--- config.mk ---
export PLATFORM = sky130hd
export DESIGN_NAME = load_store_unit
export DESIGN_NICKNAME = d
export VERILOG_FILES = /design/src/verilog/cpu_pkg.sv /design/src/verilog/load_store_unit.sv
export VERILOG_INCLUDE_DIRS = /design/src /design/src/verilog
export SDC_FILE = /design/constraint.sdc
export NUM_CORES = 1
export LEC_CHECK = 0
export BUFFER_PORTS_ARGS = -buffer_cell sky130_fd_sc_hd__buf_2
export CAP_MARGIN = 30
export CELL_PAD_IN_SITES_DETAIL_PLACEMENT = 1
export CELL_PAD_IN_SITES_GLOBAL_PLACEMENT = 1
export CORE_MARGIN = 4
export CORE_UTILIZATION = 29
export DETAILED_ROUTE_END_ITERATION = 10
export PLACE_DENSITY = 0.93
export SLEW_MARGIN = 20
export SYNTH_ARGS = -nofsm -noshare
export SYNTH_HDL_FRONTEND = slang
export SYNTH_SLANG_ARGS = --single-unit
--- constraint.sdc ---
create_clock -name vclk -period 3
set_input_delay 0.45 -clock vclk [all_inputs]
set_output_delay 0.45 -clock vclk [all_outputs]
set_load 0.03 [all_outputs]
--- src/verilog/cpu_defines.svh ---
// widths, reset pc, opcode and alu-op codes for the rv64i core; include wherever a macro is used
`ifndef CPU_DEFINES_SVH
`define CPU_DEFINES_SVH

// datapath widths
`define XLEN 64
`define ILEN 32
`define REG_IDX_W 5
`define ALU_OP_W 4

// first fetch address after reset
`define PC_RESET 64'h0000_0000_8000_0000

// major opcodes, inst[6:0]
`define OP_LUI 7'b0110111
`define OP_AUIPC 7'b0010111
`define OP_JAL 7'b1101111
`define OP_JALR 7'b1100111
`define OP_BRANCH 7'b1100011
`define OP_LOAD 7'b0000011
`define OP_STORE 7'b0100011
`define OP_IMM 7'b0010011
`define OP_REG 7'b0110011
`define OP_SYSTEM 7'b1110011

// alu operation codes
`define ALU_ADD 4'd0
`define ALU_SUB 4'd1
`define ALU_SLL 4'd2
`define ALU_SLT 4'd3
`define ALU_SLTU 4'd4
`define ALU_XOR 4'd5
`define ALU_SRL 4'd6
`define ALU_SRA 4'd7
`define ALU_OR 4'd8
`define ALU_AND 4'd9
`define ALU_EQ 4'd10
`define ALU_NE 4'd11
`define ALU_GE 4'd12
`define ALU_GEU 4'd13
`define ALU_PASSB 4'd14

`endif

--- src/verilog/cpu_pkg.sv ---
// shared vector types of the rv64i core, referenced by scoped name from every block
`default_nettype none

`include "cpu_defines.svh"

package cpu_pkg;

  // one register / alu / load / store word
  typedef logic [`XLEN-1:0] xdata_t;

  // byte address, used for pc and data accesses
  typedef logic [`XLEN-1:0] addr_t;

  // raw instruction word
  typedef logic [`ILEN-1:0] inst_t;

  // architectural register number
  typedef logic [`REG_IDX_W-1:0] reg_idx_t;

  // alu operation, see ALU_* codes
  typedef logic [`ALU_OP_W-1:0] alu_op_t;

  // one enable per byte lane of a doubleword
  typedef logic [`XLEN/8-1:0] byte_mask_t;

  // access size, 0 byte, 1 half, 2 word, 3 double
  typedef logic [1:0] size_t;

endpackage

`default_nettype wire

--- src/verilog/load_store_unit.sv ---
// byte-lane steering between the core and a doubleword-wide data memory, for stores and loads
`timescale 1ns/1ps
`default_nettype none

module load_store_unit (
  input  cpu_pkg::addr_t      addr,
  input  cpu_pkg::size_t      mem_size,
  input  logic                load_unsigned,
  input  logic                is_store,
  input  cpu_pkg::xdata_t     store_data,
  input  cpu_pkg::xdata_t     mem_rdata,
  output cpu_pkg::byte_mask_t wmask,
  output cpu_pkg::xdata_t     wdata,
  output cpu_pkg::xdata_t     load_data
);

  logic [2:0]          offset;
  logic [5:0]          bit_shift;
  cpu_pkg::byte_mask_t size_mask;
  cpu_pkg::xdata_t     rd_shifted;
  logic                ext_bit;

  // byte position inside the doubleword
  assign offset    = addr[2:0];
  assign bit_shift = {offset, 3'b000};

  // lanes covered by an access at offset 0
  always_comb begin
    case (mem_size)
      2'd0:    size_mask = 8'h01;
      2'd1:    size_mask = 8'h03;
      2'd2:    size_mask = 8'h0f;
      default: size_mask = 8'hff;
    endcase
  end

  // aligned accesses only, so the shift never wraps
  assign wmask = is_store ? (size_mask << offset) : '0;
  assign wdata = store_data << bit_shift;

  // move the addressed bytes down to lane 0
  assign rd_shifted = mem_rdata >> bit_shift;

  always_comb begin
    case (mem_size)
      2'd0:    ext_bit = rd_shifted[7] & ~load_unsigned;
      2'd1:    ext_bit = rd_shifted[15] & ~load_unsigned;
      default: ext_bit = rd_shifted[31] & ~load_unsigned;
    endcase
    case (mem_size)
      2'd0:    load_data = {{56{ext_bit}}, rd_shifted[7:0]};
      2'd1:    load_data = {{48{ext_bit}}, rd_shifted[15:0]};
      2'd2:    load_data = {{32{ext_bit}}, rd_shifted[31:0]};
      // ld needs no extension
      default: load_data = rd_shifted;
    endcase
  end

endmodule

`default_nettype wire

; ---- After elaboration in Yosys (flattened, before gate mapping)
; Index checks and enable logic that the tools add are counted.
[word_totals]
reg_bits = 0
latch_bits = 0
ramBits = 0
rom_bits = 0
n_memories = 0
[classes]
addsub = 0
mul = 0
div_mod_pow = 0
order_cmp = 0
eq_ne = 2
n_shift = 3
mux = 4
bitwise = 4
reduce_logical = 1
[op_table]
columns = operator, n
row1 = $pmux W64 S3, 1
row2 = $shl A64 B6 Y64, 1
row3 = $shr A64 B6 Y64, 1
row4 = $pmux W8 S3, 1
row5 = $mux W8, 1
row6 = $shl A8 B3 Y8, 1
row7 = $and A1 B1 Y1, 3
row8 = $eq A2 B1 Y1 const B, 1
row9 = $eq A2 B2 Y1 const B, 1
row10 = $logic_not A2 Y1, 1
row11 = $pmux W1 S2, 1
row12 = $not A1 Y1, 1

; ---- Depth between registers and ports, before layout
[logic_depth]
ltp_word = 4
depth_mapped = 8
depth_no_buf = 5

; ---- Worst setup path before layout
; OpenSTA, ideal clock, no wires.
[synth_path]
kind = input to output
from = input port addr[2]
to = output port load_data[10]
arrival_ps = 2625
required_ps = 2550
slack_ps = -75
cell_stages = 6
cell_sequence = buf_4 -> and2_1 -> a2bb2o_4 -> a211oi_1 -> a21oi_1 -> a21oi_1
[synth_between]
elab_chain_len = 4
[synth_lines]
columns = item, line_no
row1 = "start, declared", load_store_unit.sv:6  ; input cpu_pkg::addr_t addr,
row2 = $shr A64 B6 Y64 *, load_store_unit.sv:42  ; assign rd_shifted = mem_rdata >> bit_shift;
row3 = $and A1 B1 Y1 (on tied branches), "load_store_unit.sv:48, load_store_unit.sv:46, load_store_unit.sv:47"
row4 = $pmux W1 S2, load_store_unit.sv:45  ; case (mem_size)
row5 = $pmux W64 S3 *, load_store_unit.sv:50  ; case (mem_size)
row6 = "end, declared", load_store_unit.sv:14  ; output cpu_pkg::xdata_t load_data
; Every way passes the cells marked *; elsewhere a longest branch is shown, timed or not.

; ---- Worst setup path in the final report
[layout_path]
from = input port addr[1]
to = output port load_data[23]
; Same word-level chain as after synthesis.

==> results by group <==
Power
  – Cell Pwr Density: about 230 nW/um2
  – Worst VDD drop: around 0.077 mV
  – P_leak: 3.089 nW

Floorplanning
  – Die width: 130.4 um
  – Row count: 44
  – DIE AREA: 17010 um2
  – Chip Height: 130.4 um
  – Starting Density: 29.79%
  – I/O pin count: 332
  – CORE AREA: 14590 um2

STA
  – Worst-margin pin slew: around 0.57 ns
  – Max-slew violations: 0
  – Final hold violation count: 0
  – Tcrit/Tclk final: 94.97%
  – Hold slack final: ~1.3 ns
  – Tmin final: 2.849 ns
  – Setup_tns: 0 ns
  – Final Setup Violations: 0
  – Rel. slew slack: 61.99%
  – RSZ-0062 raised after global routing: false
  – F_max: 0.3510 GHz

Clock network
  – CTS Hold Bufs: 0
  – Post-CTS resize count: 0
  – Postcts setup bufs: 0

Worst setup path
  – CP Max Fanout: 12
  – Worst Setup SP: addr[1]
  – CP delay by family, top: buffers and inverters
  – CP Depth: 8
  – Critical path destination: load_data[23]
  – Endpoint class of the critical path: primary output
  – Crit path cell chain: buf_4 -> mux2i_2 -> a22oi_1 -> and4b_4 -> o21ai_2 -> buf_4 -> nand2_1 -> buf_2
  – CP Class: primary input to primary output
  – CP dominant cell by count: buf_4
  – Crit path DAT: roughly 2.4 ns
  – Req. time, crit path: 2.55 ns
  – Crit path buf inv count: 3
  – Crit-path slowest cell: o21ai_2
  – Crit path largest cell delay: 0.43 ns
  – CP startpoint kind: primary input

Routing
  – Routed vias/inst: about 5.7
  – WL final: between 20000 and 25000 um
  – Post-route DRC violation count: 0
  – DRT iter0 DRCs: 193
  – Vias: about 5800
  – WL per Instance: approximately 20 um
  – Pre-Repair DR Iteration Count: 4
  – Post-route ant nets: 0

Finish
  – Fillcell total: 1960
  – Ant diodes: 0
  – Seq_cells: 0
  – CLK BUF: 0
  – Layout area overhead: 33.52%
  – Final Core Density: about two fifths
  – Fin cells: 1030
  – Cell area after layout: 5802 um2
  – Sequential Area: 0 um2
  – Footprint of the multi-input gates: 3908 um2
  – Fraction of layout cells with a size suffix above 1: roughly 43%
  – Final #Nets: roughly 1000

Logic synthesis
  – List of most frequent post-synthesis cells: mux2i_1, nand2_1, nor2_1, a21oi_1, o21ai_0
  – YS warnings: 0
  – Synth top area share: 23.27%
  – Avg Inst Size Synth: 7.009 um2
  – Yosys top cell by area: mux2i_1
  – Post-Syn Area: 4345 um2
  – Syn Nets: 816
  – Syn Inst Count: 620
  – Top-count cell post-synth: mux2i_1
  – Sequential area share after synthesis: 0%
  – Yosys cell types: 42
  – Dominant cells by area after synthesis: mux2i_1, mux4_2, mux2_2

Worst hold path
  – Hold crit path type: primary input to primary output

Place
  – Port bufs: 271
  – Post-DP Area: 5802 um2
  – Gpl congestion: between 0.9 and 1
  – HPWL after detailed placement: between 15000 and 20000 um
  – Dpl cells: 1030

GRT
  – Pin count of the biggest net entering global routing: 101
  – Number of global-route vias before repair: 5949
  – GRT Total Usage: between 20% and 30%
  – Global route total overflow: 0
  – First-pass GRT wire length: 30840 um
  – Initial antenna violation count: 0

Flow run
  – Max-cap violation count: 0

Outcome
  – Outcome: completed
-- worst min-delay path by stage --
stage | startpoint | to | slack, ns | depth (start not counted)
after floorplan | is_store | wmask[0] | 1.11 | 2
final | is_store | wmask[6] | 1.32 | 3
after detailed placement | is_store | wmask[6] | 1.32 | 3
after global routing | is_store | wmask[6] | 1.33 | 3
after global placement | is_store | wmask[4] | 1.31 | 3
after CTS | is_store | wmask[6] | 1.32 | 3
-- layout by cell type, fill, tap and decap left out, drive strengths merged, types with 2 or more instances in the layout --
master | netlist | final
o22ai | 32 | 32
a211o | 6 | 6
mux2i | 103 | 103
nand2 | 89 | 89
mux2 | 30 | 30
or2 | 3 | 3
buf | 52 | 296
a21oi | 43 | 43
a211oi | 17 | 17
nor3b | 3 | 3
a22oi | 2 | 2
o21ai | 44 | 44
a2111oi | 2 | 2
nor2b | 10 | 10
o211ai | 20 | 20
nand2b | 2 | 2
nand3 | 29 | 29
nor2 | 58 | 58
o21a | 2 | 2
a21bo | 5 | 5
inv | 9 | 9
mux4 | 19 | 19
and2 | 6 | 6
and3 | 9 | 9
-- routing by layer --
| layer | vias to the layer above | GRT usage [%] | wire length [um] |
|---|---|---|---|
| met5 | - | 0 | 0 |
| li1 | 2754 | - | - |
| met3 | 47 | 4.146 | 1851 |
| met1 | 2779 | 25.13 | 7808 |
| met2 | 264 | 42.49 | 10440 |
| met4 | 0 | 6.171 | 609 |
-- area by class of cell --
cell class                      count  share of cell area (%)
Inverter                            9                  0.5823
Multi-Input combinational cell    541                   67.35
Tap cell                          184                   3.968
Timing Repair Buffer              296                   28.10
-- worst min-delay path: cells and delay by family --
family	cells	cell delay (ns)
simple gates	1	0.13
buf+inv	2	0.29
-- power breakdown --
part | switching [W] | internal (W)
clock | 0 | 0
sequential | 0 | 0
combinational | 0.000871 | 0.000475
total | 0.000871 | 0.000475
-- kinds of logic (layout without fill, tap and decap cells) --
group / count (synthesis) / in the layout / share of synthesized area (%)
and+or+nand+nor: 212 / 212 / 21.68
muxes: 152 / 152 / 41.52
AOI/OAI and AO/OA: 177 / 177 / 26.49
buffers and inverters: 79 / 305 / 10.31
-- metrics by stage --
step / total power (W) / setup slack, ns
after global placement: 0.001314 / 0.2072
final: 0.001346 / 0.1509
after CTS: 0.001350 / 0.1397
after global routing: 0.001440 / 0.02192
after floorplan: 0.0009069 / 0.3118
after detailed placement: 0.001346 / 0.1450
No activity file was read; power rests on OpenSTA's default activity.
