### config.mk
export PLATFORM = sky130hd
export DESIGN_NAME = decoder
export DESIGN_NICKNAME = d
export VERILOG_FILES = /design/src/verilog/cpu_pkg.sv /design/src/verilog/decoder.sv
export VERILOG_INCLUDE_DIRS = /design/src /design/src/verilog
export SDC_FILE = /design/constraint.sdc
export NUM_CORES = 1
export LEC_CHECK = 0
export ABC_CLOCK_PERIOD_IN_PS = 1700
export BUFFER_PORTS_ARGS = -buffer_cell sky130_fd_sc_hd__buf_4
export CORE_MARGIN = 8
export CORE_UTILIZATION = 35
export DETAILED_ROUTE_END_ITERATION = 6
export GPL_ROUTABILITY_DRIVEN = 0
export GPL_TIMING_DRIVEN = 0
export PLACE_DENSITY = 0.8
export SLEW_MARGIN = 20
export SYNTH_ARGS = -nofsm -noshare
export SYNTH_HDL_FRONTEND = slang
export SYNTH_SLANG_ARGS = --single-unit
### constraint.sdc
create_clock -name vclk -period 1.7
set_input_delay 0.085 -clock vclk [all_inputs]
set_output_delay 0.085 -clock vclk [all_outputs]
set_load 0.01 [all_outputs]
### src/verilog/cpu_defines.svh
// widths, reset pc, opcode and alu-op codes for the rv64i core; include wherever a macro is used
`ifndef CPU_DEFINES_SVH
`define CPU_DEFINES_SVH

// datapath widths
`define XLEN 64
`define ILEN 32
`define REG_IDX_W 5
`define ALU_OP_W 4

// first fetch address after reset
`define PC_RESET 64'h0000_0000_8000_0000

// major opcodes, inst[6:0]
`define OP_LUI 7'b0110111
`define OP_AUIPC 7'b0010111
`define OP_JAL 7'b1101111
`define OP_JALR 7'b1100111
`define OP_BRANCH 7'b1100011
`define OP_LOAD 7'b0000011
`define OP_STORE 7'b0100011
`define OP_IMM 7'b0010011
`define OP_REG 7'b0110011
`define OP_SYSTEM 7'b1110011

// alu operation codes
`define ALU_ADD 4'd0
`define ALU_SUB 4'd1
`define ALU_SLL 4'd2
`define ALU_SLT 4'd3
`define ALU_SLTU 4'd4
`define ALU_XOR 4'd5
`define ALU_SRL 4'd6
`define ALU_SRA 4'd7
`define ALU_OR 4'd8
`define ALU_AND 4'd9
`define ALU_EQ 4'd10
`define ALU_NE 4'd11
`define ALU_GE 4'd12
`define ALU_GEU 4'd13
`define ALU_PASSB 4'd14

`endif

### src/verilog/cpu_pkg.sv
// shared vector types of the rv64i core, referenced by scoped name from every block
`default_nettype none

`include "cpu_defines.svh"

package cpu_pkg;

  // one register / alu / load / store word
  typedef logic [`XLEN-1:0] xdata_t;

  // byte address, used for pc and data accesses
  typedef logic [`XLEN-1:0] addr_t;

  // raw instruction word
  typedef logic [`ILEN-1:0] inst_t;

  // architectural register number
  typedef logic [`REG_IDX_W-1:0] reg_idx_t;

  // alu operation, see ALU_* codes
  typedef logic [`ALU_OP_W-1:0] alu_op_t;

  // one enable per byte lane of a doubleword
  typedef logic [`XLEN/8-1:0] byte_mask_t;

  // access size, 0 byte, 1 half, 2 word, 3 double
  typedef logic [1:0] size_t;

endpackage

`default_nettype wire

### src/verilog/decoder.sv
// combinational rv64i decoder; maps one instruction word to register indices, immediate and controls
`timescale 1ns/1ps
`default_nettype none

`include "cpu_defines.svh"

module decoder (
  input  cpu_pkg::inst_t    inst,
  output cpu_pkg::reg_idx_t rd,
  output cpu_pkg::reg_idx_t rs1,
  output cpu_pkg::reg_idx_t rs2,
  output cpu_pkg::xdata_t   imm,
  output cpu_pkg::alu_op_t  alu_op,
  output logic              use_imm,
  output logic              use_pc,
  output logic              reg_wen,
  output logic              is_load,
  output logic              is_store,
  output logic              is_branch,
  output logic              is_jal,
  output logic              is_jalr,
  output logic              is_lui,
  output logic              is_ebreak,
  output logic              is_illegal,
  output logic              load_unsigned,
  output cpu_pkg::size_t    mem_size
);

  logic [6:0]      opcode;
  logic [2:0]      funct3;
  logic [6:0]      funct7;
  cpu_pkg::xdata_t imm_i;
  cpu_pkg::xdata_t imm_s;
  cpu_pkg::xdata_t imm_b;
  cpu_pkg::xdata_t imm_u;
  cpu_pkg::xdata_t imm_j;

  assign opcode = inst[6:0];
  assign funct3 = inst[14:12];
  assign funct7 = inst[31:25];

  // register fields sit at fixed positions in every format
  assign rd  = inst[11:7];
  assign rs1 = inst[19:15];
  assign rs2 = inst[24:20];

  // immediates, all sign-extended from inst[31]
  assign imm_i = {{(`XLEN-12){inst[31]}}, inst[31:20]};
  assign imm_s = {{(`XLEN-12){inst[31]}}, inst[31:25], inst[11:7]};
  assign imm_b = {{(`XLEN-13){inst[31]}}, inst[31], inst[7], inst[30:25], inst[11:8], 1'b0};
  assign imm_u = {{(`XLEN-32){inst[31]}}, inst[31:12], 12'b0};
  assign imm_j = {{(`XLEN-21){inst[31]}}, inst[31], inst[19:12], inst[20], inst[30:21], 1'b0};

  // size and signedness straight from funct3 for loads and stores
  assign mem_size      = funct3[1:0];
  assign load_unsigned = funct3[2];

  always_comb begin
    imm        = '0;
    alu_op     = `ALU_ADD;
    use_imm    = 1'b0;
    use_pc     = 1'b0;
    reg_wen    = 1'b0;
    is_load    = 1'b0;
    is_store   = 1'b0;
    is_branch  = 1'b0;
    is_jal     = 1'b0;
    is_jalr    = 1'b0;
    is_lui     = 1'b0;
    is_ebreak  = 1'b0;
    is_illegal = 1'b0;
    case (opcode)
      `OP_LUI: begin
        // core swaps in pass-b for lui
        {is_lui, reg_wen, use_imm} = 3'b111;
        imm = imm_u;
      end
      `OP_AUIPC: begin
        {reg_wen, use_pc, use_imm} = 3'b111;
        imm = imm_u;
      end
      `OP_JAL: begin
        // alu forms pc + imm as the target
        {is_jal, reg_wen, use_pc, use_imm} = 4'b1111;
        imm = imm_j;
      end
      `OP_JALR: begin
        {is_jalr, reg_wen, use_imm} = 3'b111;
        imm = imm_i;
        is_illegal = (funct3 != 3'b000);
      end
      `OP_BRANCH: begin
        // rs1 against rs2, target add lives in the core
        is_branch = 1'b1;
        imm = imm_b;
        case (funct3)
          3'b000:  alu_op = `ALU_EQ;
          3'b001:  alu_op = `ALU_NE;
          3'b100:  alu_op = `ALU_SLT;
          3'b101:  alu_op = `ALU_GE;
          3'b110:  alu_op = `ALU_SLTU;
          3'b111:  alu_op = `ALU_GEU;
          default: is_illegal = 1'b1;
        endcase
      end
      `OP_LOAD: begin
        {is_load, reg_wen, use_imm} = 3'b111;
        imm = imm_i;
        // no ldu in rv64i
        is_illegal = (funct3 == 3'b111);
      end
      `OP_STORE: begin
        {is_store, use_imm} = 2'b11;
        imm = imm_s;
        is_illegal = funct3[2];
      end
      `OP_IMM: begin
        {reg_wen, use_imm} = 2'b11;
        imm = imm_i;
        case (funct3)
          3'b000: alu_op = `ALU_ADD;
          3'b010: alu_op = `ALU_SLT;
          3'b011: alu_op = `ALU_SLTU;
          3'b100: alu_op = `ALU_XOR;
          3'b110: alu_op = `ALU_OR;
          3'b111: alu_op = `ALU_AND;
          // 6-bit shamt, funct6 in inst[31:26]
          3'b001: begin
            alu_op = `ALU_SLL;
            is_illegal = (inst[31:26] != 6'b000000);
          end
          default: begin
            alu_op = inst[30] ? `ALU_SRA : `ALU_SRL;
            is_illegal = ({inst[31], inst[29:26]} != 5'b00000);
          end
        endcase
      end
      `OP_REG: begin
        reg_wen = 1'b1;
        case ({funct7, funct3})
          {7'h00, 3'b000}: alu_op = `ALU_ADD;
          {7'h20, 3'b000}: alu_op = `ALU_SUB;
          {7'h00, 3'b001}: alu_op = `ALU_SLL;
          {7'h00, 3'b010}: alu_op = `ALU_SLT;
          {7'h00, 3'b011}: alu_op = `ALU_SLTU;
          {7'h00, 3'b100}: alu_op = `ALU_XOR;
          {7'h00, 3'b101}: alu_op = `ALU_SRL;
          {7'h20, 3'b101}: alu_op = `ALU_SRA;
          {7'h00, 3'b110}: alu_op = `ALU_OR;
          {7'h00, 3'b111}: alu_op = `ALU_AND;
          default:         is_illegal = 1'b1;
        endcase
      end
      `OP_SYSTEM: begin
        // only the exact ebreak word is accepted
        is_ebreak  = (inst == 32'h0010_0073);
        is_illegal = (inst != 32'h0010_0073);
      end
      default: is_illegal = 1'b1;
    endcase
    // an illegal word must leave no trace in registers or memory
    if (is_illegal) begin
      reg_wen  = 1'b0;
      is_store = 1'b0;
    end
  end

endmodule

`default_nettype wire

### After elaboration in Yosys (flattened, before gate mapping)

Cells that the tools add are included.

| word-level totals | value |
|---|---|
| bits in registers | 0 |

| operators by class | value |
|---|---|
| mux-type cells | 22 |
| eq/ne operators | 28 |
| reduce and logical (&&, ||, !) cells | 14 |

Operators by type and width:

| operator | number |
|---|---|
| $pmux 64 s5 | 1 |
| $eq 10x3->1 const B | 4 |
| $pmux 4 s9 | 1 |
| $eq 32x21->1 const B | 1 |
| $ne 32x21->1 const B | 1 |
| $eq 7x7->1 const B | 4 |
| $pmux 4 s7 | 1 |
| $pmux 4 s6 | 1 |
| $eq 7x6->1 const B | 3 |
| $eq 10x2->1 const B | 2 |
| $eq 10x9->1 const B | 2 |
| $mux 1 | 15 |
| $eq 7x5->1 const B | 2 |
| $reduce_or 7->1 | 2 |
| $eq 3x3->1 const B | 4 |
| $pmux 4 s3 | 1 |
| $reduce_or 6->1 | 2 |
| $eq 10x1->1 const B | 1 |
| $logic_not 10->1 | 1 |
| $reduce_or 10->1 | 1 |
| $pmux 1 s8 | 1 |
| $eq 7x2->1 const B | 1 |
| $eq 3x2->1 const B | 2 |
| $reduce_bool 6->1 | 1 |
| other kinds (7) | 9 |

### Depth between registers and ports, before layout

| logic depth | value |
|---|---|
| word-level depth | 5 |
| mapped depth | 8 |
| gate-level depth less buffers | 5 |

### Worst setup path before layout

No wires, ideal clock.

| path | value |
|---|---|
| path kind | input-to-output |
| start | input port inst[2] |
| end | output port imm[32] |
| path slack | -0.176 ns |
| arrival | 1.791 ns |
| stages on the path | 5 |
| cells stage by stage | nand4bb_1 buf_6 o32ai_4 o31a_1 buf_4 |

| on the way | value |
|---|---|
| word-level cells in the longest chain between the ends | 3 |
| elaborated cells on any way between the ends | 11 |
| classes of those cells | eq/ne: 8; mux: 1; reduce/logical: 2 |

Ends and longest elaborated chain:

| item | line | text |
|---|---|---|
| from (decl) | decoder.sv:8 | `input cpu_pkg::inst_t inst,` |
| $eq 7x5->1, or another cell as far along | decoder.sv:72 | `case (opcode)` |
| $reduce_or 3->1 (no source line) or $reduce_or 2->1 (tied branches) | n/a |  |
| $pmux 64 s5 (*) | decoder.sv:72 |  |
| to (decl) | decoder.sv:12 | `output cpu_pkg::xdata_t imm,` |

Every way passes the cells marked *; elsewhere a longest branch is shown, timed or not.

### Worst setup path in the final report

| path | value |
|---|---|
| start | input port inst[2] |
| end | output port alu_op[3] |

| on the way | value |
|---|---|
| word-level cells in the longest chain between the ends | 2 |
| elaborated cells on any way between the ends | 4 |
| classes of those cells | eq/ne: 3; mux: 1 |

Ends and longest elaborated chain:

| item | line | text |
|---|---|---|
| $eq 7x6->1, or another cell as far along | decoder.sv:72 |  |
| $pmux 4 s3 (*) | decoder.sv:72 |  |
| to (decl) | decoder.sv:13 | `output cpu_pkg::alu_op_t alu_op,` |

Marked as above.

==> results.txt <==
----------------------------------------------------
[Synth]
  Number of instances in the synthesized netlist ... 212
  Cell area after technology mapping ... roughly 1400 sq um
  Number of warnings printed during yosys synthesis ... 0
  Area share of the leading cell type in the synthesized netlist ... between 20 and 30%
  Synth area leaders ... sky130_fd_sc_hd__buf_4, sky130_fd_sc_hd__a21o_1, sky130_fd_sc_hd__nand2_1
  Fraction of the yosys area taken by sequential cells ... 0%
  Dominant cell type by area after synthesis ... sky130_fd_sc_hd__buf_4
  Syn Nets ... between 200 and 250
  Library cells used by synthesis ... 49
  Avg Synthesized Cell Area ... about 6.6 sq um

[STA]
  Final WS setup ... -5.34 ps
  Worst Max-Slew Pin Slew ... 688 ps
  Number of max-slew violations in the final report ... 0
  Hold Violations, Final ... 0
  Final worst path period need ... about 1700 ps
  Slew HR ... 54.1%
  Hold Worst Slack ... roughly 350 ps
  Max Clk Rate ... 586 MHz
  Fin crit share ... 100%
  Total setup violations reported at the end of the flow ... 1

[Detailed routing]
  First-iteration detailed-routing DRC count ... 117
  Residual DRC ... 0
  Vias ... approximately 2.0k
  Routed wire per std cell ... 16.3 um
  Final antenna-violating net count ... 0
  Sum of routed wire length over all layers ... 6400 um
  First drt pass iteration count ... 4
  Via density ... 5.19

[Setup path]
  Worst EP required ... between 1500 and 2000 ps
  Kind of critical path ... in2out
  Cell-by-cell trace of the critical path ... buf_4 > nand4bb_1 > buf_6 > nor2_1 > nand4_1 > o32ai_2 > buf_4
  Worst Path Max Fanout ... 8
  Slowest cell on the critical path ... sky130_fd_sc_hd__o32ai_2
  Worst EP arrival ... ~1600 ps
  CP dominant cell by count ... sky130_fd_sc_hd__buf_4
  Crit path capture type ... output pin
  Kind of start point of the critical path ... input port
  Highest cell delay on the worst timing path ... 360 ps

[Final layout]
  Antenna diode instance count ... 0
  Net total in the final layout ... 378
  Share of cells above drive strength 1 ... between 60% and 70%
  Reg area ... 0 sq um
  Non-filler cells, final ... ~390
  Area grow syn2layout ... 80.4%
  Seq Cell Count ... 0
  Layout clock buffers ... 0
  Filler instances ... 361
  Total area of multi-input combinational cells ... about 1000 sq um

[Power]
  Leakage power figure ... 1.47 nW
  Power per cell area ... 173 nW/um^2
  Combinational group share of total power ... 100.0%
  Proportion of power drawn by the clock network ... 0%
  Net switching fraction of the power ... 48.3%
  P_sw ... 0.211 mW
  Internal Power ... around 0.23 mW
  Worst supply voltage drop on vdd ... around 0.091 mV
  Flop pwr share ... 0%

[Floorplan]
  Total core area ... 3940 sq um
  Number of ports placed on the die boundary ... 129
  Starting density of the core ... 35.6%
  Vert. Die Dim ... 79.3 um
  Standard-cell rows ... 23
  Chip width ... 79.3 um
  Die footprint ... 6290 sq um

[Placed design]
  DP Wirelength ... slightly above 5000 um
  Count of port buffers added during placement ... roughly 130
  Number of cells in the design after placement ... 389
  Post-place setup slack ... -339 ps

[Global route]
  First-pass GRT wire length ... 9470 um
  Number of global-route vias before repair ... between 2k and 2.5k
  Total Routing Usage GR ... 17.6%
  Pin count of the biggest net entering global routing ... 18
  Congestion Overflow GR ... 0
  Initial antenna violation count ... 0

[Clock network]
  Cts hold-fix bufs ... 0

[Status]
  Outcome ... finished, violations left
  Violations in the final reports ... setup timing

[Worst hold path]
  Worst hold-check path type ... in2out

[Job]
  Number of max-cap violations ... 0

----------------------------------------------------
[final timing paths]
check / from / endpoint / slack [ps] / cells after the start
worst max-delay path: inst[2] / alu_op[3] / -5 / 7
worst min-delay path: inst[14] / load_unsigned / 350 / 2
[layout by cell type, fill, tap and decap left out, types with 2 or more instances in the layout]
cell type / Yosys / routed
sky130_fd_sc_hd__a22o_1: 5 / 5
sky130_fd_sc_hd__nand4_1: 3 / 3
sky130_fd_sc_hd__a32oi_1: 2 / 2
sky130_fd_sc_hd__nor4_1: 7 / 6
sky130_fd_sc_hd__or3_1: 2 / 2
sky130_fd_sc_hd__clkbuf_1: 7 / 3
sky130_fd_sc_hd__nand3_1: 4 / 4
sky130_fd_sc_hd__a21o_1: 19 / 19
sky130_fd_sc_hd__a31oi_1: 4 / 4
sky130_fd_sc_hd__nor2_2: 1 / 2
sky130_fd_sc_hd__a21oi_1: 4 / 4
sky130_fd_sc_hd__o21ai_0: 7 / 7
sky130_fd_sc_hd__or2_2: 2 / 2
sky130_fd_sc_hd__and2_1: 2 / 2
sky130_fd_sc_hd__nor2b_1: 3 / 3
sky130_fd_sc_hd__nand2_1: 18 / 18
sky130_fd_sc_hd__nand4b_1: 2 / 2
sky130_fd_sc_hd__o31a_4: 0 / 2
sky130_fd_sc_hd__buf_6: 2 / 2
sky130_fd_sc_hd__nor2_4: 1 / 2
sky130_fd_sc_hd__clkbuf_4: 0 / 2
sky130_fd_sc_hd__nor3_1: 6 / 6
sky130_fd_sc_hd__o22ai_1: 3 / 3
sky130_fd_sc_hd__buf_4: 52 / 183
sky130_fd_sc_hd__clkbuf_2: 0 / 3
sky130_fd_sc_hd__a22oi_1: 2 / 2
sky130_fd_sc_hd__nor2_1: 16 / 14
sky130_fd_sc_hd__and2b_1: 6 / 6
sky130_fd_sc_hd__inv_1: 4 / 4
sky130_fd_sc_hd__nand2b_1: 3 / 3
[worst max-delay path: cells and delay by family]
kind                   cells  cell delay [ps]
AND/OR/NAND/NOR            3              710
buffers and inverters      3              470
AO/OA/AOI/OAI              1              360
[kinds of logic after synthesis]
| group | Yosys count | share of synthesized area (%) |
|---|---|---|
| AOI/OAI and AO/OA | 59 | 32.5 |
| xor gates and xnor gates | 2 | 1.25 |
| buffers and inverters | 69 | 33.7 |
| muxes | 1 | 0.714 |
| and+or+nand+nor | 81 | 31.8 |
[per-layer routing]
| metal | GRT usage (%) | part of all wire [%] | routed length (um) | vias up |
|---|---|---|---|---|
| met5 | 0 | 0 | 0 | - |
| met4 | 0.926 | 0.83 | 53 | 0 |
| met3 | 7.45 | 12 | 780 | 6 |
| met2 | 33.0 | 50 | 3200 | 116 |
| met1 | 18.5 | 37 | 2370 | 940 |
| li1 | - | - | - | 983 |
[power groups by stage]
stage / sequential, mW / clock, mW / combinational [mW]
final: 0 / 0 / 0.438
after floorplan: 0 / 0 / 0.215
after global placement: 0 / 0 / 0.414
after global routing: 0 / 0 / 0.470
after CTS: 0 / 0 / 0.427
after detailed placement: 0 / 0 / 0.419
[synth_stat cells, types with 2 or more instances]
library cell and number:
sky130_fd_sc_hd__a21o_1 19, sky130_fd_sc_hd__a21oi_1 4, sky130_fd_sc_hd__a22o_1 5, sky130_fd_sc_hd__a22oi_1 2, sky130_fd_sc_hd__a31oi_1 4, sky130_fd_sc_hd__a32oi_1 2
sky130_fd_sc_hd__and2_1 2, sky130_fd_sc_hd__and2b_1 6, sky130_fd_sc_hd__buf_2 3, sky130_fd_sc_hd__buf_4 52, sky130_fd_sc_hd__buf_6 2, sky130_fd_sc_hd__clkbuf_1 7
sky130_fd_sc_hd__inv_1 4, sky130_fd_sc_hd__nand2_1 18, sky130_fd_sc_hd__nand2b_1 3, sky130_fd_sc_hd__nand3_1 4, sky130_fd_sc_hd__nand4_1 3, sky130_fd_sc_hd__nand4b_1 2
sky130_fd_sc_hd__nor2_1 16, sky130_fd_sc_hd__nor2b_1 3, sky130_fd_sc_hd__nor3_1 6, sky130_fd_sc_hd__nor4_1 7, sky130_fd_sc_hd__o21ai_0 7, sky130_fd_sc_hd__o22ai_1 3
sky130_fd_sc_hd__o32ai_1 2, sky130_fd_sc_hd__or2_2 2, sky130_fd_sc_hd__or3_1 2
[what timing repair did]
item | 4_1_cts | 5_1_grt
pin swaps | 2 | 2
resized for setup | 3 | 13
setup buffers | 2 | 3
endpoints found under the setup margin | 43 | 48
cloned | 1 | 0
[through the flow]
stage	utilization (%)	area [sq um]	TNS (ps)	power, mW
after CTS	62.8	2470	0	0.427
after floorplan	-	1400	0	0.215
final	64.2	2530	-5.34	0.438
after global routing	64.2	2530	-69.0	0.470
after detailed placement	61.4	2420	-10970	0.419
after global placement	61.4	2420	-9410	0.414
[cell type report]
class	instances	share of cell area, %
buffer	63	18.2
multi-input combinational	144	39.0
inverter	5	0.742
tap	50	2.47
timing repair buffer	132	39.7
Note: power is estimated with default switching activity, not from simulation.
